==> config.mk <==
export PLATFORM = sky130hd
export DESIGN_NAME = pipe4_decd_top
export DESIGN_NICKNAME = d
export VERILOG_FILES = /design/src/verilog/pipe4_pkg.sv /design/src/verilog/pipe4_decd_stage.sv /design/src/verilog/pipe4_decd_top.sv /design/src/verilog/pipe4_field_gen.sv /design/src/verilog/pipe4_opcode_match.sv
export SDC_FILE = /design/constraint.sdc
export NUM_CORES = 1
export LEC_CHECK = 0
export BUFFER_PORTS_ARGS = -buffer_cell sky130_fd_sc_hd__clkbuf_2
export CAP_MARGIN = 5
export CELL_PAD_IN_SITES_DETAIL_PLACEMENT = 1
export CELL_PAD_IN_SITES_GLOBAL_PLACEMENT = 2
export CORE_MARGIN = 10
export CORE_UTILIZATION = 27
export DETAILED_ROUTE_END_ITERATION = 10
export PLACE_DENSITY = 0.78
export SLEW_MARGIN = 20
export SYNTH_ARGS = -nofsm -noshare
export SYNTH_HDL_FRONTEND = slang
export SYNTH_SLANG_ARGS = --single-unit
==> constraint.sdc <==
create_clock -name forever_cpuclk -period 3 [get_ports forever_cpuclk]
set_input_delay 0.3 -clock forever_cpuclk [delete_from_list [all_inputs] [get_ports forever_cpuclk]]
set_output_delay 0.3 -clock forever_cpuclk [all_outputs]
set_load 0.1 [all_outputs]
==> src/verilog/pipe4_pkg.sv <==
// store/amo/barrier classes only; encodings fixed, no load or vector forms
package pipe4_pkg;

  //============================================================
  //  instruction classes and access attributes
  //============================================================
  typedef enum logic [3:0] {
    OP_ST_IMM,    // st.b/h/w/d, fst.s/d
    OP_ST_PTR,    // stptr.w/d
    OP_ST_COND,   // sc.w/d
    OP_ST_IDX,    // stx, fstx
    OP_ST_BOUND,  // stgt/stle, fstgt/fstle
    OP_AMO,       // amo and amo_db together
    OP_IBAR,
    OP_DBAR,
    OP_CACOP,
    OP_INVTLB,
    OP_ILLEGAL
  } ls_op_e;

  typedef enum logic [1:0] {
    SIZE_BYTE  = 2'b00,
    SIZE_HALF  = 2'b01,
    SIZE_WORD  = 2'b10,
    SIZE_DWORD = 2'b11
  } ls_size_e;

  typedef enum logic [1:0] {
    TYPE_NORM   = 2'b00,
    TYPE_ICACHE = 2'b01,
    TYPE_DCACHE = 2'b10
  } inst_type_e;

  // one-hot scale applied to the offset downstream
  typedef enum logic [3:0] {
    SHIFT_IMM  = 4'b0001,
    SHIFT_IMM4 = 4'b0100
  } shift_e;

  //============================================================
  //  stage payloads
  //============================================================
  typedef struct packed {
    ls_op_e      op;
    ls_size_e    size;
    logic        fp;       // float store variant
    logic [13:0] imm;      // opcode[23:10]
    logic [6:0]  preg;
    logic        illegal;
  } decd_entry_t;

  typedef struct packed {
    logic        illegal;
    logic        atomic;
    logic        sync_fence;
    logic        share;
    logic        icc;
    logic        st;
    logic        mmu_req;
    logic        fls;
    logic        str;
    logic        lsfifo;
    inst_type_e  inst_type;
    ls_size_e    size;
    logic [1:0]  mode;
    logic [3:0]  fence_mode;
    shift_e      shift;
    logic [13:0] offset;
  } decd_out_t;

  typedef logic [14:0] offset_plus_t;

  // offset increments, pointer form vs. plain immediate
  localparam offset_plus_t PLUS_PTR = 15'd4;
  localparam offset_plus_t PLUS_IMM = 15'd16;

  localparam logic [3:0] FENCE_ALL = 4'b1111;

endpackage
==> src/verilog/pipe4_decd_stage.sv <==
// fixed-latency shift chain, no stall; PIPE_DEPTH must be 1 or more
`timescale 1ns/100ps
module pipe4_decd_stage #(
  parameter int PIPE_DEPTH = 1   // real depth comes from the top
) (
  input  logic                   forever_cpuclk,
  input  logic                   rst_n,
  input  logic                   in_vld,
  input  pipe4_pkg::decd_entry_t in_entry,
  output logic                   out_vld,
  output pipe4_pkg::decd_entry_t out_entry
);

  logic                   stage_vld   [PIPE_DEPTH];
  pipe4_pkg::decd_entry_t stage_entry [PIPE_DEPTH];

  // valid chain
  always_ff @(posedge forever_cpuclk or negedge rst_n)
  begin
    if (!rst_n)
    begin
      for (int i = 0; i < PIPE_DEPTH; i++)
        stage_vld[i] <= 1'b0;
    end
    else
    begin
      stage_vld[0] <= in_vld;
      for (int i = 1; i < PIPE_DEPTH; i++)
        stage_vld[i] <= stage_vld[i-1];
    end
  end

  // payload follows valid, captured every cycle
  always_ff @(posedge forever_cpuclk)
  begin
    stage_entry[0] <= in_entry;
    for (int i = 1; i < PIPE_DEPTH; i++)
      stage_entry[i] <= stage_entry[i-1];
  end

  assign out_vld   = stage_vld[PIPE_DEPTH-1];
  assign out_entry = stage_entry[PIPE_DEPTH-1];

endmodule

==> src/verilog/pipe4_decd_top.sv <==
// no back-pressure; each valid input leaves PIPE_DEPTH cycles later, in order
`timescale 1ns/100ps
module pipe4_decd_top #(
  parameter int PIPE_DEPTH = 2
) (
  input  logic                    forever_cpuclk,
  input  logic                    rst_n,
  input  logic                    opcode_vld,
  input  logic [31:0]             opcode,
  input  logic [6:0]              dst_preg,
  output logic                    decd_vld,
  output pipe4_pkg::decd_out_t    decd,
  output pipe4_pkg::offset_plus_t decd_offset_plus
);

  pipe4_pkg::decd_entry_t match_entry;   // producer side
  pipe4_pkg::decd_entry_t stage_entry;   // after the register chain

  pipe4_opcode_match u_match (
    .opcode   (opcode),
    .dst_preg (dst_preg),
    .entry    (match_entry)
  );

  pipe4_decd_stage #(
    .PIPE_DEPTH (PIPE_DEPTH)
  ) u_stage (
    .forever_cpuclk (forever_cpuclk),
    .rst_n          (rst_n),
    .in_vld         (opcode_vld),
    .in_entry       (match_entry),
    .out_vld        (decd_vld),
    .out_entry      (stage_entry)
  );

  pipe4_field_gen u_gen (
    .entry       (stage_entry),
    .decd        (decd),
    .offset_plus (decd_offset_plus)
  );

endmodule

==> src/verilog/pipe4_field_gen.sv <==
// combinational expand of one entry; outputs are meaningful only with the stage valid
`timescale 1ns/100ps
module pipe4_field_gen (
  input  pipe4_pkg::decd_entry_t  entry,
  output pipe4_pkg::decd_out_t    decd,
  output pipe4_pkg::offset_plus_t offset_plus
);

  pipe4_pkg::offset_plus_t plus_value;

  //============================================================
  //  control bundle
  //============================================================
  always_comb
  begin
    decd       = '0;
    decd.shift = pipe4_pkg::SHIFT_IMM;   // no scaling unless a ptr/sc form

    if (entry.illegal)
    begin
      decd.illegal = 1'b1;
    end
    else
    begin
      decd.size = entry.size;
      case (entry.op)
        pipe4_pkg::OP_ST_IMM:
        begin
          decd.st      = 1'b1;
          decd.mmu_req = 1'b1;
          decd.lsfifo  = 1'b1;
          decd.fls     = entry.fp;
          decd.offset  = {{2{entry.imm[11]}}, entry.imm[11:0]};   // 12-bit signed imm
        end

        pipe4_pkg::OP_ST_PTR:
        begin
          decd.st      = 1'b1;
          decd.mmu_req = 1'b1;
          decd.lsfifo  = 1'b1;
          decd.offset  = entry.imm;
          decd.shift   = pipe4_pkg::SHIFT_IMM4;
        end

        pipe4_pkg::OP_ST_COND:
        begin
          decd.atomic     = 1'b1;
          decd.st         = 1'b1;
          decd.mmu_req    = 1'b1;
          // ll/sc side info rides in the preg field
          decd.icc        = entry.preg[6];
          decd.mode       = entry.preg[5:4];
          decd.fence_mode = entry.preg[3:0];
          decd.inst_type  = pipe4_pkg::TYPE_ICACHE;
          decd.offset     = entry.imm;
          decd.shift      = pipe4_pkg::SHIFT_IMM4;
        end

        pipe4_pkg::OP_ST_IDX:
        begin
          decd.st      = 1'b1;
          decd.mmu_req = 1'b1;
          decd.lsfifo  = 1'b1;
          decd.str     = 1'b1;   // address from rk
          decd.fls     = entry.fp;
        end

        pipe4_pkg::OP_ST_BOUND:
        begin
          decd.st      = 1'b1;
          decd.mmu_req = 1'b1;
          decd.lsfifo  = 1'b1;
          decd.str     = entry.fp;   // only the float bound forms
          decd.fls     = entry.fp;
        end

        pipe4_pkg::OP_AMO:
        begin
          decd.atomic = 1'b1;
          decd.st     = 1'b1;
        end

        //------------------------------------------------------
        // barrier and maintenance
        pipe4_pkg::OP_IBAR:
        begin
          decd.share     = 1'b1;
          decd.icc       = 1'b1;
          decd.inst_type = pipe4_pkg::TYPE_ICACHE;
        end

        pipe4_pkg::OP_DBAR:
        begin
          decd.sync_fence = 1'b1;
          decd.share      = 1'b1;
          decd.inst_type  = pipe4_pkg::TYPE_ICACHE;
          decd.fence_mode = pipe4_pkg::FENCE_ALL;
        end

        pipe4_pkg::OP_CACOP:
        begin
          decd.sync_fence = 1'b1;
          decd.icc        = 1'b1;
          decd.inst_type  = pipe4_pkg::TYPE_DCACHE;
          decd.size       = pipe4_pkg::SIZE_DWORD;   // whole line op
        end

        pipe4_pkg::OP_INVTLB:
        begin
          decd.share = 1'b1;
          decd.icc   = 1'b1;
        end

        default:
        begin
          // unknown class code, treat like an unmatched opcode
          decd.size    = pipe4_pkg::SIZE_BYTE;
          decd.illegal = 1'b1;
        end
      endcase
    end
  end

  //============================================================
  //  offset plus increment
  //============================================================
  assign plus_value  = (decd.shift == pipe4_pkg::SHIFT_IMM4) ? pipe4_pkg::PLUS_PTR
                                                              : pipe4_pkg::PLUS_IMM;
  assign offset_plus = {decd.offset[13], decd.offset} + plus_value;   // sign-extend to 15

endmodule

==> src/verilog/pipe4_opcode_match.sv <==
// purely combinational; unmatched opcodes are flagged illegal, fields then ignored downstream
`timescale 1ns/100ps
module pipe4_opcode_match (
  input  logic [31:0]            opcode,
  input  logic [6:0]             dst_preg,
  output pipe4_pkg::decd_entry_t entry
);

  //============================================================
  //  class match on opcode[31:10]
  //============================================================
  always_comb
  begin
    entry.op   = pipe4_pkg::OP_ILLEGAL;
    entry.size = pipe4_pkg::SIZE_BYTE;
    entry.fp   = 1'b0;
    entry.imm  = opcode[23:10];   // raw, shaped later per class
    entry.preg = dst_preg;

    casez (opcode[31:10])
      // sc.w / sc.d, bit 25 picks dword
      22'b001000?1_?????????_?????:
      begin
        entry.op   = pipe4_pkg::OP_ST_COND;
        entry.size = opcode[25] ? pipe4_pkg::SIZE_DWORD : pipe4_pkg::SIZE_WORD;
      end

      // stptr.w / stptr.d
      22'b001001?1_?????????_?????:
      begin
        entry.op   = pipe4_pkg::OP_ST_PTR;
        entry.size = opcode[25] ? pipe4_pkg::SIZE_DWORD : pipe4_pkg::SIZE_WORD;
      end

      // st.b/h/w/d, size sits in bits 23:22
      22'b00101001??_????????????:
      begin
        entry.op   = pipe4_pkg::OP_ST_IMM;
        entry.size = pipe4_pkg::ls_size_e'(opcode[23:22]);
      end

      // fst.s / fst.d
      22'b00101011?1_????????????:
      begin
        entry.op   = pipe4_pkg::OP_ST_IMM;
        entry.size = opcode[23] ? pipe4_pkg::SIZE_DWORD : pipe4_pkg::SIZE_WORD;
        entry.fp   = 1'b1;
      end

      // stx.b/h/w/d
      22'b001110000001??000_?????:
      begin
        entry.op   = pipe4_pkg::OP_ST_IDX;
        entry.size = pipe4_pkg::ls_size_e'(opcode[19:18]);
      end

      // fstx.s / fstx.d
      22'b0011100000111?000_?????:
      begin
        entry.op   = pipe4_pkg::OP_ST_IDX;
        entry.size = opcode[18] ? pipe4_pkg::SIZE_DWORD : pipe4_pkg::SIZE_WORD;
        entry.fp   = 1'b1;
      end

      // stgt/stle .b/h/w/d
      22'b00111000011111???_?????:
      begin
        entry.op   = pipe4_pkg::OP_ST_BOUND;
        entry.size = pipe4_pkg::ls_size_e'(opcode[16:15]);
      end

      // fstgt/fstle .s/.d
      22'b001110000111011??_?????:
      begin
        entry.op   = pipe4_pkg::OP_ST_BOUND;
        entry.size = opcode[15] ? pipe4_pkg::SIZE_DWORD : pipe4_pkg::SIZE_WORD;
        entry.fp   = 1'b1;
      end

      // amo forms plus the low amo_db range, then the last four amo_db
      22'b001110000110?????_?????,
      22'b001110000111000??_?????:
      begin
        entry.op   = pipe4_pkg::OP_AMO;
        entry.size = opcode[15] ? pipe4_pkg::SIZE_DWORD : pipe4_pkg::SIZE_WORD;
      end

      22'b00111000011100101_?????: entry.op = pipe4_pkg::OP_IBAR;
      22'b00111000011100100_?????: entry.op = pipe4_pkg::OP_DBAR;

      22'b0000011000_????????????: entry.op = pipe4_pkg::OP_CACOP;

      22'b00000110010010011_?????: entry.op = pipe4_pkg::OP_INVTLB;

      default:
      begin
        entry.op = pipe4_pkg::OP_ILLEGAL;
      end
    endcase

    entry.illegal = (entry.op == pipe4_pkg::OP_ILLEGAL);
  end

endmodule

# After elaboration in Yosys (flattened, before gate mapping)
# Memory sizes are Yosys's and may differ from the RTL's.
# Index checks and enable logic that the tools add are counted.
# op_classes
reduce_logical	20
addsub	1
mux	26
eq_ne	25
# op_table
op	n
== test 15 x 13 -> 1 bit, second input constant	3
case mux 4 bit (10 select lines)	1
2-to-1 mux 37 bit	1
== test 17 x 15 -> 1 bit, second input constant	2
case mux 14 bit (2 select lines)	1
== test 4 x 3 -> 1 bit, second input constant	5
OR reduction 3 bit	6
== test 17 x 12 -> 1 bit, second input constant	1
== test 16 x 14 -> 1 bit, second input constant	1
OR reduction 2 bit	8
adder 15 bit	1
== test 14 x 12 -> 1 bit, second input constant	1
== test 7 x 5 -> 1 bit, second input constant	2
2-to-1 mux 1 bit	14
case mux 2 bit (7 select lines)	1
== test 12 x 10 -> 1 bit, second input constant	1
== test 4 bit, second input constant	3
== test 10 x 5 -> 1 bit, second input constant	1
OR reduction 10 bit	1
== test 9 x 7 -> 1 bit, second input constant	1
OR reduction 9 bit	1
== test 4 x 2 -> 1 bit, second input constant	2
== test 8 x 6 -> 1 bit, second input constant	1
case mux 2 bit (2 select lines)	2
other kinds (10)	11
# word_totals
register_bits	2
ramBits	58
n_memories	1
# memory_table
memory	depth	word_bits	rd	rd_ports_with_merged_regs	wr	line	rtl
u_stage.stage_entry	2	29	2	0	2	pipe4_decd_stage.sv:15	pipe4_pkg::decd_entry_t stage_entry [PIPE_DEPTH];

# Depth between registers and ports, before layout
# Gate-level depths: netlist of run 1.
# An unclocked memory read counts as a cell.
# depth
word_depth	8
ltp_mapped	10
mapped_depth_nobuf	9

# Hierarchy
# Synthesis of run 1 repeated with hierarchy kept, for this count alone.
# hier_totals
hier_cells	308
hier_area_um2	2829.0
# by_module_without_submodules
module	area_per_inst_um2	cells_each	n_inst
pipe4_decd_stage	1428.9	89	1
pipe4_field_gen	774.5	128	1
pipe4_opcode_match	625.6	91	1

# Worst setup path before layout of run 1
# Ideal clock, no wire load.
# synth_timing
path_type	register to output
from	memory u_stage.stage_entry[0][55] in the netlist's numbering
to	output decd_offset_plus[12]
stages_incl_launch_ff	11
n_path_buf	1
slack_ns	-4.211
arrival_ns	6.911
path_cell_list	dfxtp_1 -> clkbuf_1 -> nor2b_1 -> o21ai_0 -> inv_1 -> ha_1 -> ha_1 -> a21o_1 -> nand4_1 -> nor2_1 -> xor2_1
# synth_lines
item	line	rtl
start: declaration	pipe4_decd_stage.sv:15	
end: declaration	pipe4_decd_top.sv:13	output pipe4_pkg::offset_plus_t decd_offset_plus

==> results.py, run 1 <==
metrics = {
    "yosys": {
        "synth_cell_types": 54,
        "synthCells": 253,
        "yosysTopAreaCell": "dfxtp_1",
        "synth_area_um2": 2400,
        "ys_ff_latch": 60,
        "synthFlopType": "dfxtp_1",
        "synth_top_area_share_pct": 48.4,
        "yosysWarnings": 0,
        "yosys-top-cells-area": "dfxtp_1 48%, nor2_1 3.6%, a21oi_1 2.9%",
        "async_reset_ff_share_pct": 3.33,
        "syn_avg_cell_area_um2": 9.48,
        "ys_seq_area_share_pct": 50.5,
        "synth-edff-count": 0,
    },
    "place": {
        "placed_area_um2": 3320,
        "gp_congestion": 0.750,
        "post-place-ws_ns": 0.249,
        "io_buffers": 83,
        "hpwl_um": 5740,
    },
    "cells_and_area": {
        "area_delta_synth_final_pct": 59.3,
        "final_common_cell": "clkbuf_2",
        "final_core_util_pct": 44.0,
        "antenna_cells": 0,
        "layout.nets": 406,
        "fillers": 1000,
        "design_area_um2": 3820,
        "final_cell_mix": "71 x clkbuf_2, 55 x dfxtp_1, 21 x buf_4",
        "final_layout_size_suffix_gt1_share_pct": 45.4,
    },
    "critical_path": {
        "reg2reg_slack_ns": 2.53,
        "worstReg2RegEnd": "u_stage.out_vld",
        "cp-end-kind": "output port",
        "critPathMaxFanout": 3,
        "r2r-start": "u_stage.stage_vld[1]",
        "r2r_cells": 0,
        "crit_type": "flip-flop to output port",
        "worst_setup_path_start_kind": "flip-flop",
        "crit_required_ns": 2.70,
        "worstPathArrival_ns": 2.66,
    },
    "global_routing": {
        "antenna_found_initial": 0,
        "grt_pass1_wl_um": 12000,
        "grt_max_degree": 15,
        "grt_pass1_vias": 2406,
        "grt_usage_pct": 11.5,
        "grt-ovfl-total": 0,
    },
    "drt": {
        "vias": 2203,
        "routedWlPerCell_um": 15.8,
        "drt_first_pass_iters": 4,
        "vias_per_cell": 4.65,
        "wl_um": 7500,
        "postRouteAntennaNets": 0,
        "drcViolationCount": 0,
        "initialDrtViolationCount": 81,
    },
    "pwr": {
        "p_int_w": 0.00144,
        "swShare_pct": 21.0,
        "switching_power_w": 0.000383,
        "power_density_nw_per_um2": 477,
        "pwr-share-comb_pct": 5.4,
        "seqPwrFrac_pct": 46.4,
        "power.leakage_nw": 1.63,
        "p_clk_share_pct": 48.2,
        "ir_drop_mv": 0.172,
    },
    "timing": {
        "skew_ns": 0.00592,
        "finalHoldViolations": 0,
        "relSlewSlack_pct": 49.4,
        "fin_hold_ws_ns": 0.0690,
        "fin_crit_ns": 2.96,
        "finalSetupTns_ns": 0,
        "min_period_over_period_pct": 98.7,
        "rsz0062_at_grt": "true",
        "fmax_mhz": 338,
        "setup_violations": 0,
        "slew_violations": 0,
        "fin_ws_ns": 0.0402,
        "worstMarginPinSlew_ns": 0.753,
    },
    "die": {
        "num_rows": 34,
        "die_x_um": 114,
        "coreArea_um2": 8680,
        "initial_core_util_pct": 27.6,
        "dieArea_um2": 13100,
        "io_pins": 96,
        "die_h_um": 114,
    },
    "min_path": {
        "min_path_type": "input pin to flip-flop",
        "hold_path_end": "u_stage.stage_entry[0][7]",
        "worstHoldStart": "dst_preg[6]",
        "hold_depth": 1,
    },
    "clock_tree": {
        "cts_htree_levels": 3,
        "cts_root_buffer": "clkbuf_8",
        "numCtsBuffers": 9,
        "cts_tree": "yes",
        "clk-insertion-delay-late_ns": 0.33,
        "clk_pin_slew_ns": 0.07,
        "cts.sinks": 60,
        "clock_path_buffers": 2,
    },
    "flow_run": {
        "timing.max_cap.violations": 0,
    },
    "outcome": {
        "outcome": "finished, final reports clean",
    },
}
-- area by class of cell --
type                            instances  area, um2  area share, %
Timing Repair Buffer                  109        817           21.4
Multi-Input combinational cell        173       1370           35.8
Clock inverter                          6        111           2.91
Inverter                                8       33.8          0.884
Clock buffer                           10        138           3.60
Tap cell                              108        135           3.54
Sequential cell                        60       1220           31.9
-- worst max-delay path, cell delays in order (launching register included) --
cell and delay (ns):
dfxtp_4 0.36, buf_12 0.12, nor2b_4 0.12, buf_6 0.12, o21ai_4 0.17, clkinvlp_4 0.15, ha_4 0.19, ha_4 0.17
a21o_1 0.19, buf_4 0.14, nand4_1 0.15, xor2_2 0.21, nor2_4 0.05, buf_12 0.18
-- kinds of logic (layout without fill, tap and decap cells) --
| logic type | count (synthesis) | in the layout | synth area share [%] |
|---|---|---|---|
| adder cells (fa/ha/maj) | 4 | 4 | 1.98 |
| buffers and inverters | 21 | 133 | 4.28 |
| other | 1 | 2 | 0.156 |
| AO/OA/AOI/OAI | 43 | 43 | 12.7 |
| flip-flops | 60 | 60 | 50.5 |
| XOR/XNOR | 9 | 9 | 3.29 |
| AND/OR/NAND/NOR | 115 | 115 | 27.1 |
-- worst max-delay path by stage --
stage	slack [ns]	startpoint	endpoint
final	0.04	u_stage.stage_entry[0][55]	decd_offset_plus[8]
after global routing	-0.05	u_stage.stage_entry[0][54]	decd_offset_plus[10]
after CTS	0.01	u_stage.stage_entry[0][55]	decd_offset_plus[10]
after detailed placement	0.25	u_stage.stage_entry[0][54]	decd_offset_plus[11]
after global placement	0.28	u_stage.stage_entry[0][54]	decd_offset_plus[11]
after floorplan	-0.89	u_stage.stage_entry[0][54]	decd_offset_plus[12]
-- state kept, by name, indices dropped and copies added (netlist names) --
signal               count
u_stage.out_vld          1
u_stage.stage_entry     58
u_stage.stage_vld        1
-- metrics by stage --
stage | cells | power [W]
2_1_floorplan | 254 | 0.000913
5_1_grt | 474 | 0.00191
3_3_place_gp | 442 | 0.000952
6_report | 474 | 0.00182
3_5_place_dp | 442 | 0.000955
4_1_cts | 466 | 0.00184
-- power groups by stage --
stage               combinational [W]  clock, W  sequential (W)
floorplan                   0.0000496         0        0.000863
global placement            0.0000899         0        0.000862
detailed placement          0.0000915         0        0.000864
CTS                         0.0000957  0.000904        0.000846
global route                 0.000108  0.000951        0.000850
finish                      0.0000979  0.000880        0.000847
-- Yosys cell counts, types with 3 or more instances --
cell      instances
nor3_1            6
nor2b_1           8
and2_1           11
dfxtp_1          58
nand3_1           9
inv_1             8
or3_1             3
ha_1              3
o21ai_0           8
nor2_1           23
nand2b_1          5
o21a_1            3
and3_1            6
nand2_1          15
nor3b_1           3
xor2_1            4
buf_4             4
clkbuf_1          7
nand4_1           7
nor4_1            3
a21oi_1          14
xnor2_1           5
a31oi_1           3
-- per-layer routing --
metal | global-route usage [%] | wire length, um | part of all wire, % | vias up
met5 | 0 | 0 | 0 | -
met4 | 4.85 | 121 | 1.6 | 0
met3 | 4.25 | 388 | 5.2 | 8
met2 | 20.4 | 3990 | 53 | 50
met1 | 11.9 | 3000 | 40 | 1054
li1 | - | - | - | 1091
-- what timing repair did --
action	CTS	global route
hold buffers	1	0
buffers inserted	7	8
endpoints found under the setup margin	7	7
gates cloned	0	0
pin swaps	4	9
gates resized for setup	10	14
endpoints found under the hold margin	2	0
No activity file was read; power rests on OpenSTA's default activity.
==> run 2: changes to the inputs <==
Settings changed: GPL_TIMING_DRIVEN set to 0.
==> run 2 against run 1 <==
  * The flow now finishes with violations (setup timing)
  * Via count is 1.7% higher
  * Power is 8.6% lower
  * Fmax is 1.9% lower
  * Hold slack better by 0.0028 ns
  * Largest power group is now registers
==> results.py, run 2 (same netlist as run 1, synthesis figures left out) <==
metrics = {
    "outcome": {
        "outcome": "finished, violations left",
        "violations": "setup timing",
    },
    "cells_and_area": {
        "max_flop_register": "u_stage.stage_entry",
        "final_layout_size_suffix_gt1_share_pct": 44.9,
        "final_cell_mix": "74 x clkbuf_2, 55 x dfxtp_1, 20 x buf_4",
        "area_delta_synth_final_pct": 57.9,
        "fillers": 1006,
        "layout.nets": 410,
        "final_core_util_pct": 43.6,
        "largest_reg_flops": 58,
        "antenna_cells": 0,
        "final_common_cell": "clkbuf_2",
    },
    "global_routing": {
        "grt_usage_pct": 11.4,
        "met3_usage_pct": 3.41,
        "antenna_found_initial": 0,
        "grt-busiest-layer": "met2",
        "grt_pass1_wl_um": 11900,
        "use_met2_pct": 19.8,
        "met1_usage_pct": 12.4,
        "grt_pass1_vias": 2351,
        "grt_max_degree": 11,
        "grt-ovfl-total": 0,
    },
    "drt": {
        "vias": 2240,
        "drcViolationCount": 0,
        "initialDrtViolationCount": 71,
        "vias_per_cell": 4.69,
        "drt_first_pass_iters": 4,
        "routedWlPerCell_um": 15.9,
        "postRouteAntennaNets": 0,
        "wl_um": 7600,
    },
    "die": {
        "die_h_um": 114,
        "initial_core_util_pct": 27.6,
        "coreArea_um2": 8680,
        "io_pins": 96,
        "die_x_um": 114,
        "num_rows": 34,
        "dieArea_um2": 13100,
    },
    "critical_path": {
        "worstPathArrival_ns": 2.72,
        "cp-end-kind": "output port",
        "worst_setup_path_start_kind": "flip-flop",
        "critPathMaxFanout": 6,
        "crit_type": "flip-flop to output port",
        "reg2reg_slack_ns": 2.54,
        "crit_required_ns": 2.70,
    },
    "pwr": {
        "power.leakage_nw": 1.63,
        "power_density_nw_per_um2": 440,
        "power.total_w": 0.00167,
        "ir_drop_mv": 0.175,
    },
    "min_path": {
        "min_path_type": "input pin to flip-flop",
    },
    "timing": {
        "fmax_mhz": 331,
        "slew_violations": 0,
        "rsz0062_at_grt": "true",
        "fin_crit_ns": 3.02,
        "skew_ns": 0.00543,
        "setup_violations": 1,
        "worstMarginPinSlew_ns": 1.02,
        "finalSetupTns_ns": -0.0183,
        "finalHoldViolations": 0,
        "relSlewSlack_pct": 31.2,
        "fin_ws_ns": -0.0183,
        "min_period_over_period_pct": 101,
    },
    "place": {
        "hpwl_um": 5660,
        "gp_congestion": 0.785,
        "io_buffers": 83,
    },
    "clock_tree": {
        "numCtsBuffers": 9,
        "clock_path_buffers": 2,
        "cts.sinks": 60,
        "cts_root_buffer": "clkbuf_8",
        "cts_htree_levels": 3,
        "clk-insertion-delay-late_ns": 0.32,
        "cts_tree": "yes",
        "clk_pin_slew_ns": 0.07,
    },
    "flow_run": {
        "timing.max_cap.violations": 0,
    },
}
==> run 2: cell count changes in the layout (fill, tap and decap cells not counted), sizes merged <==
cell / previous run / this run
buf: 37 / 28
clkbuf: 81 / 96
bufinv: 3 / 1
==> run 2: path summary, 6_finish.rpt <==
check	startpoint	end	cells past startpoint
worst min-delay path	dst_preg[2]	u_stage.stage_entry[0][3]	1
worst min register to register	u_stage.stage_entry[0][18]	u_stage.stage_entry[0][47]	0
max in group asynchronous	rst_n	u_stage.out_vld	2
min in group asynchronous	rst_n	u_stage.stage_vld[1]	2
worst max-delay path	u_stage.stage_entry[0][55]	decd_offset_plus[12]	11
worst max register to register	u_stage.stage_vld[1]	u_stage.out_vld	0
==> run 2: repair_timing <==
item	CTS	global route
hold buffers	1	0
endpoints found under the hold margin	2	0
setup endpoints to repair	12	9
resized for setup	42	19
setup buffers	8	9
pin swaps	6	13
==> run 2: power breakdown <==
part / internal [W] / leakage, nW / switching [W] / total (W)
registers: 0.000828 / 0.508 / 0.0000176 / 0.000846
clock network: 0.000426 / 0.102 / 0.000296 / 0.000722
logic: 0.0000379 / 1.02 / 0.0000613 / 0.0000993
total: 0.00129 / 1.63 / 0.000375 / 0.00167
==> run 2: final cells by class <==
type / count / area [um2] / share of cell area (%)
buffer: 12 / 98.8 / 2.61
clock buffer: 12 / 155 / 4.10
clock inverter: 4 / 47.5 / 1.26
inverter: 8 / 33.8 / 0.892
multi-input combinational: 173 / 1400 / 36.9
sequential: 60 / 1220 / 32.3
tap: 108 / 135 / 3.57
timing repair buffer: 101 / 696 / 18.4
==> run 2: per-layer routing <==
metal / part of all wire (%) / up-vias / routed length (um)
met5: 0 / - / 0
met4: 1.1 / 0 / 87
met3: 5.4 / 6 / 410
met2: 53 / 54 / 4060
met1: 40 / 1072 / 3040
li1: - / 1108 / -
==> run 2: worst max-delay path, stage by stage, from the launching register on <==
cell and delay [ns]:
dfxtp_4 0.37, a2111oi_4 0.40, clkbuf_8 0.22, and2_4 0.15
ha_4 0.13, ha_4 0.12, a21o_1 0.13, nand4_1 0.17
buf_4 0.19, nor2_4 0.12, xor2_4 0.17, clkbuf_16 0.22
==> run 2: stage by stage <==
stage               setup WS [ns]  std cells  hold slack, ns  area (um2)
floorplan                  -0.894        254         0.00441        2620
global placement           -0.751        445          0.0851        3170
detailed placement         -0.776        445          0.0888        3170
CTS                       -0.0633        469          0.0521        3650
global route               -0.123        478          0.0447        3790
finish                    -0.0183        478          0.0719        3790
==> run 3: changes to the inputs <==
Settings changed: SETUP_SLACK_MARGIN set to 0.5.
==> run 3 against run 2 <==
  * The run still ends with setup timing left
  * Routed wire length increased by 3.5%
  * Sequential share of layout area is 2.3 points lower
  * Critical endpoint is now decd_offset_plus[8]
  * Via count up 0.67%
  * Global-route usage up 0.78 points
  * Utilization rose by 3.0 points
  * First-iteration DRC count up 7.0%
  * Clock power is 36% higher
==> results.py, run 3 (same netlist as run 1, synthesis figures left out) <==
metrics = {
    "critical_path": {
        "cp_cell_sequence": "buf_6, a2111oi_4, clkbuf_8, and2_4, ha_4, ha_4, a21o_1, buf_4, nand4_1, xor2_2, nor2_4, clkbuf_16",
        "critPathMaxFanout": 7,
        "worstPathArrival_ns": 2.77,
        "worst_setup_path_start_kind": "flip-flop",
        "cp-end-kind": "output port",
        "crit_family": "buffers and inverters",
        "crit_top_cell": "ha_4",
        "worst_path_max_delay_cell": "a2111oi_4",
        "critPathBufInv": 4,
        "crit_required_ns": 2.70,
        "max_stage_delay_ns": 0.37,
        "crit_type": "flip-flop to output port",
        "reg2reg_slack_ns": 2.53,
    },
    "clock_tree": {
        "cts_root_buffer": "clkbuf_8",
        "clock_path_buffers": 2,
        "cts.sinks": 60,
        "numCtsBuffers": 9,
        "clk_pin_slew_ns": 0.07,
        "cts_tree": "yes",
        "cts_htree_levels": 3,
        "clk-insertion-delay-late_ns": 0.33,
    },
    "pwr": {
        "ir_drop_mv": 0.216,
        "power.leakage_nw": 1.71,
        "power_density_nw_per_um2": 478,
    },
    "place": {
        "io_buffers": 83,
        "hpwl_um": 5790,
        "gp_congestion": 0.770,
        "placed_area_um2": 3210,
    },
    "cells_and_area": {
        "final_common_cell": "clkbuf_2",
        "area_delta_synth_final_pct": 68.6,
        "largest_reg_flops": 58,
        "max_flop_register": "u_stage.stage_entry",
        "antenna_cells": 0,
        "final_layout_size_suffix_gt1_share_pct": 49.3,
        "design_area_um2": 4040,
        "final_cell_mix": "59 x clkbuf_2, 56 x dfxtp_1, 20 x clkbuf_8, 20 x buf_4, 15 x nand2_1",
        "layout.nets": 409,
    },
    "timing": {
        "fin_ws_ns": -0.0711,
        "fmax_mhz": 326,
        "setup_violations": 5,
        "rsz0062_at_grt": "true",
        "fin_crit_ns": 3.07,
        "fin_hold_ws_ns": 0.0674,
        "min_period_over_period_pct": 102,
        "relSlewSlack_pct": 51.9,
        "skew_ns": 0.00750,
        "worstMarginPinSlew_ns": 0.716,
        "slew_violations": 0,
        "finalHoldViolations": 0,
    },
    "die": {
        "die_x_um": 114,
        "io_pins": 96,
        "initial_core_util_pct": 27.6,
        "num_rows": 34,
        "coreArea_um2": 8680,
        "die_h_um": 114,
        "dieArea_um2": 13100,
    },
    "drt": {
        "initialDrtViolationCount": 76,
        "postRouteAntennaNets": 0,
        "vias_per_cell": 4.73,
        "routedWlPerCell_um": 16.5,
        "vias": 2255,
        "drt_first_pass_iters": 4,
        "wl_um": 7860,
        "drcViolationCount": 0,
    },
    "global_routing": {
        "grt_usage_pct": 12.1,
        "grt_max_degree": 12,
        "grt_pass1_vias": 2425,
        "antenna_found_initial": 0,
        "grt_pass1_wl_um": 12700,
        "grt-ovfl-total": 0,
    },
    "outcome": {
        "outcome": "finished, violations left",
        "violations": "setup timing",
    },
    "min_path": {
        "min_path_type": "input pin to flip-flop",
    },
    "flow_run": {
        "timing.max_cap.violations": 0,
    },
}
[run 3: cell types whose count changed in the layout (fill, tap and decap cells not counted), moves of 3 or more]
cell | previous run | this run
buf_12 | 4 | 1
bufinv_16 | 1 | 4
a21oi_2 | 0 | 8
clkbuf_2 | 74 | 59
nor2_2 | 0 | 5
a21oi_1 | 13 | 5
dfxtp_4 | 3 | 0
nor2_1 | 17 | 12
clkbuf_8 | 14 | 20
and2_1 | 9 | 6
clkbuf_16 | 3 | 10
clkbuf_4 | 1 | 8
[run 3: stage by stage]
step                      total power (W)  TNS [ns]  utilization, %  std cells  setup slack (ns)
final                             0.00193    -0.203            46.6        477           -0.0711
after global routing              0.00200     -1.32            46.6        477            -0.221
after CTS                         0.00195    -0.150            45.7        472           -0.0550
after detailed placement         0.000960     -5.48            37.0        445            -0.769
after global placement           0.000956     -5.04            37.0        445            -0.734
after floorplan                  0.000914     -7.20               -        254            -0.894
[run 3: metal layers]
layer  global-route usage (%)  up-vias  part of all wire, %
met1                     13.8     1080                   41
met2                     21.0       64                   52
li1                         -     1099                    -
met4                     4.93        0                  2.0
met3                     3.30       12                  5.0
met5                        0        -                    0
[run 3: timing repair]
item | 4_1_cts | 5_1_grt
gates resized for setup | 75 | 21
setup buffers | 10 | 5
endpoints found under the hold margin | 2 | 0
pin swaps | 11 | 6
hold buffers | 1 | 0
gates cloned | 0 | 0
endpoints found under the setup margin | 39 | 26
[run 3: area by class of cell]
type	count	area (um2)
sequential	60	1210
multi-input combinational	173	1440
clock buffer	12	155
inverter	8	33.8
timing repair buffer	99	832
clock inverter	4	120
buffer	13	115
fill	993	4630
tap	108	135
[run 3: power breakdown]
group          internal [W]  leakage, nW  switching [W]  total (W)
logic             0.0000386         1.06      0.0000620   0.000101
registers          0.000831        0.507      0.0000173   0.000848
clock network      0.000682        0.137       0.000302   0.000984
[run 3: path summary, 6_finish.rpt]
path                                            startpoint                         end  cells after the start
worst min-delay path                            opcode[11]   u_stage.stage_entry[0][9]                      1
max in group asynchronous                            rst_n        u_stage.stage_vld[1]                      2
worst min register to register  u_stage.stage_entry[0][18]  u_stage.stage_entry[0][47]                      0
min in group asynchronous                            rst_n             u_stage.out_vld                      2
worst max register to register        u_stage.stage_vld[1]             u_stage.out_vld                      0
worst max-delay path            u_stage.stage_entry[0][57]         decd_offset_plus[8]                     12
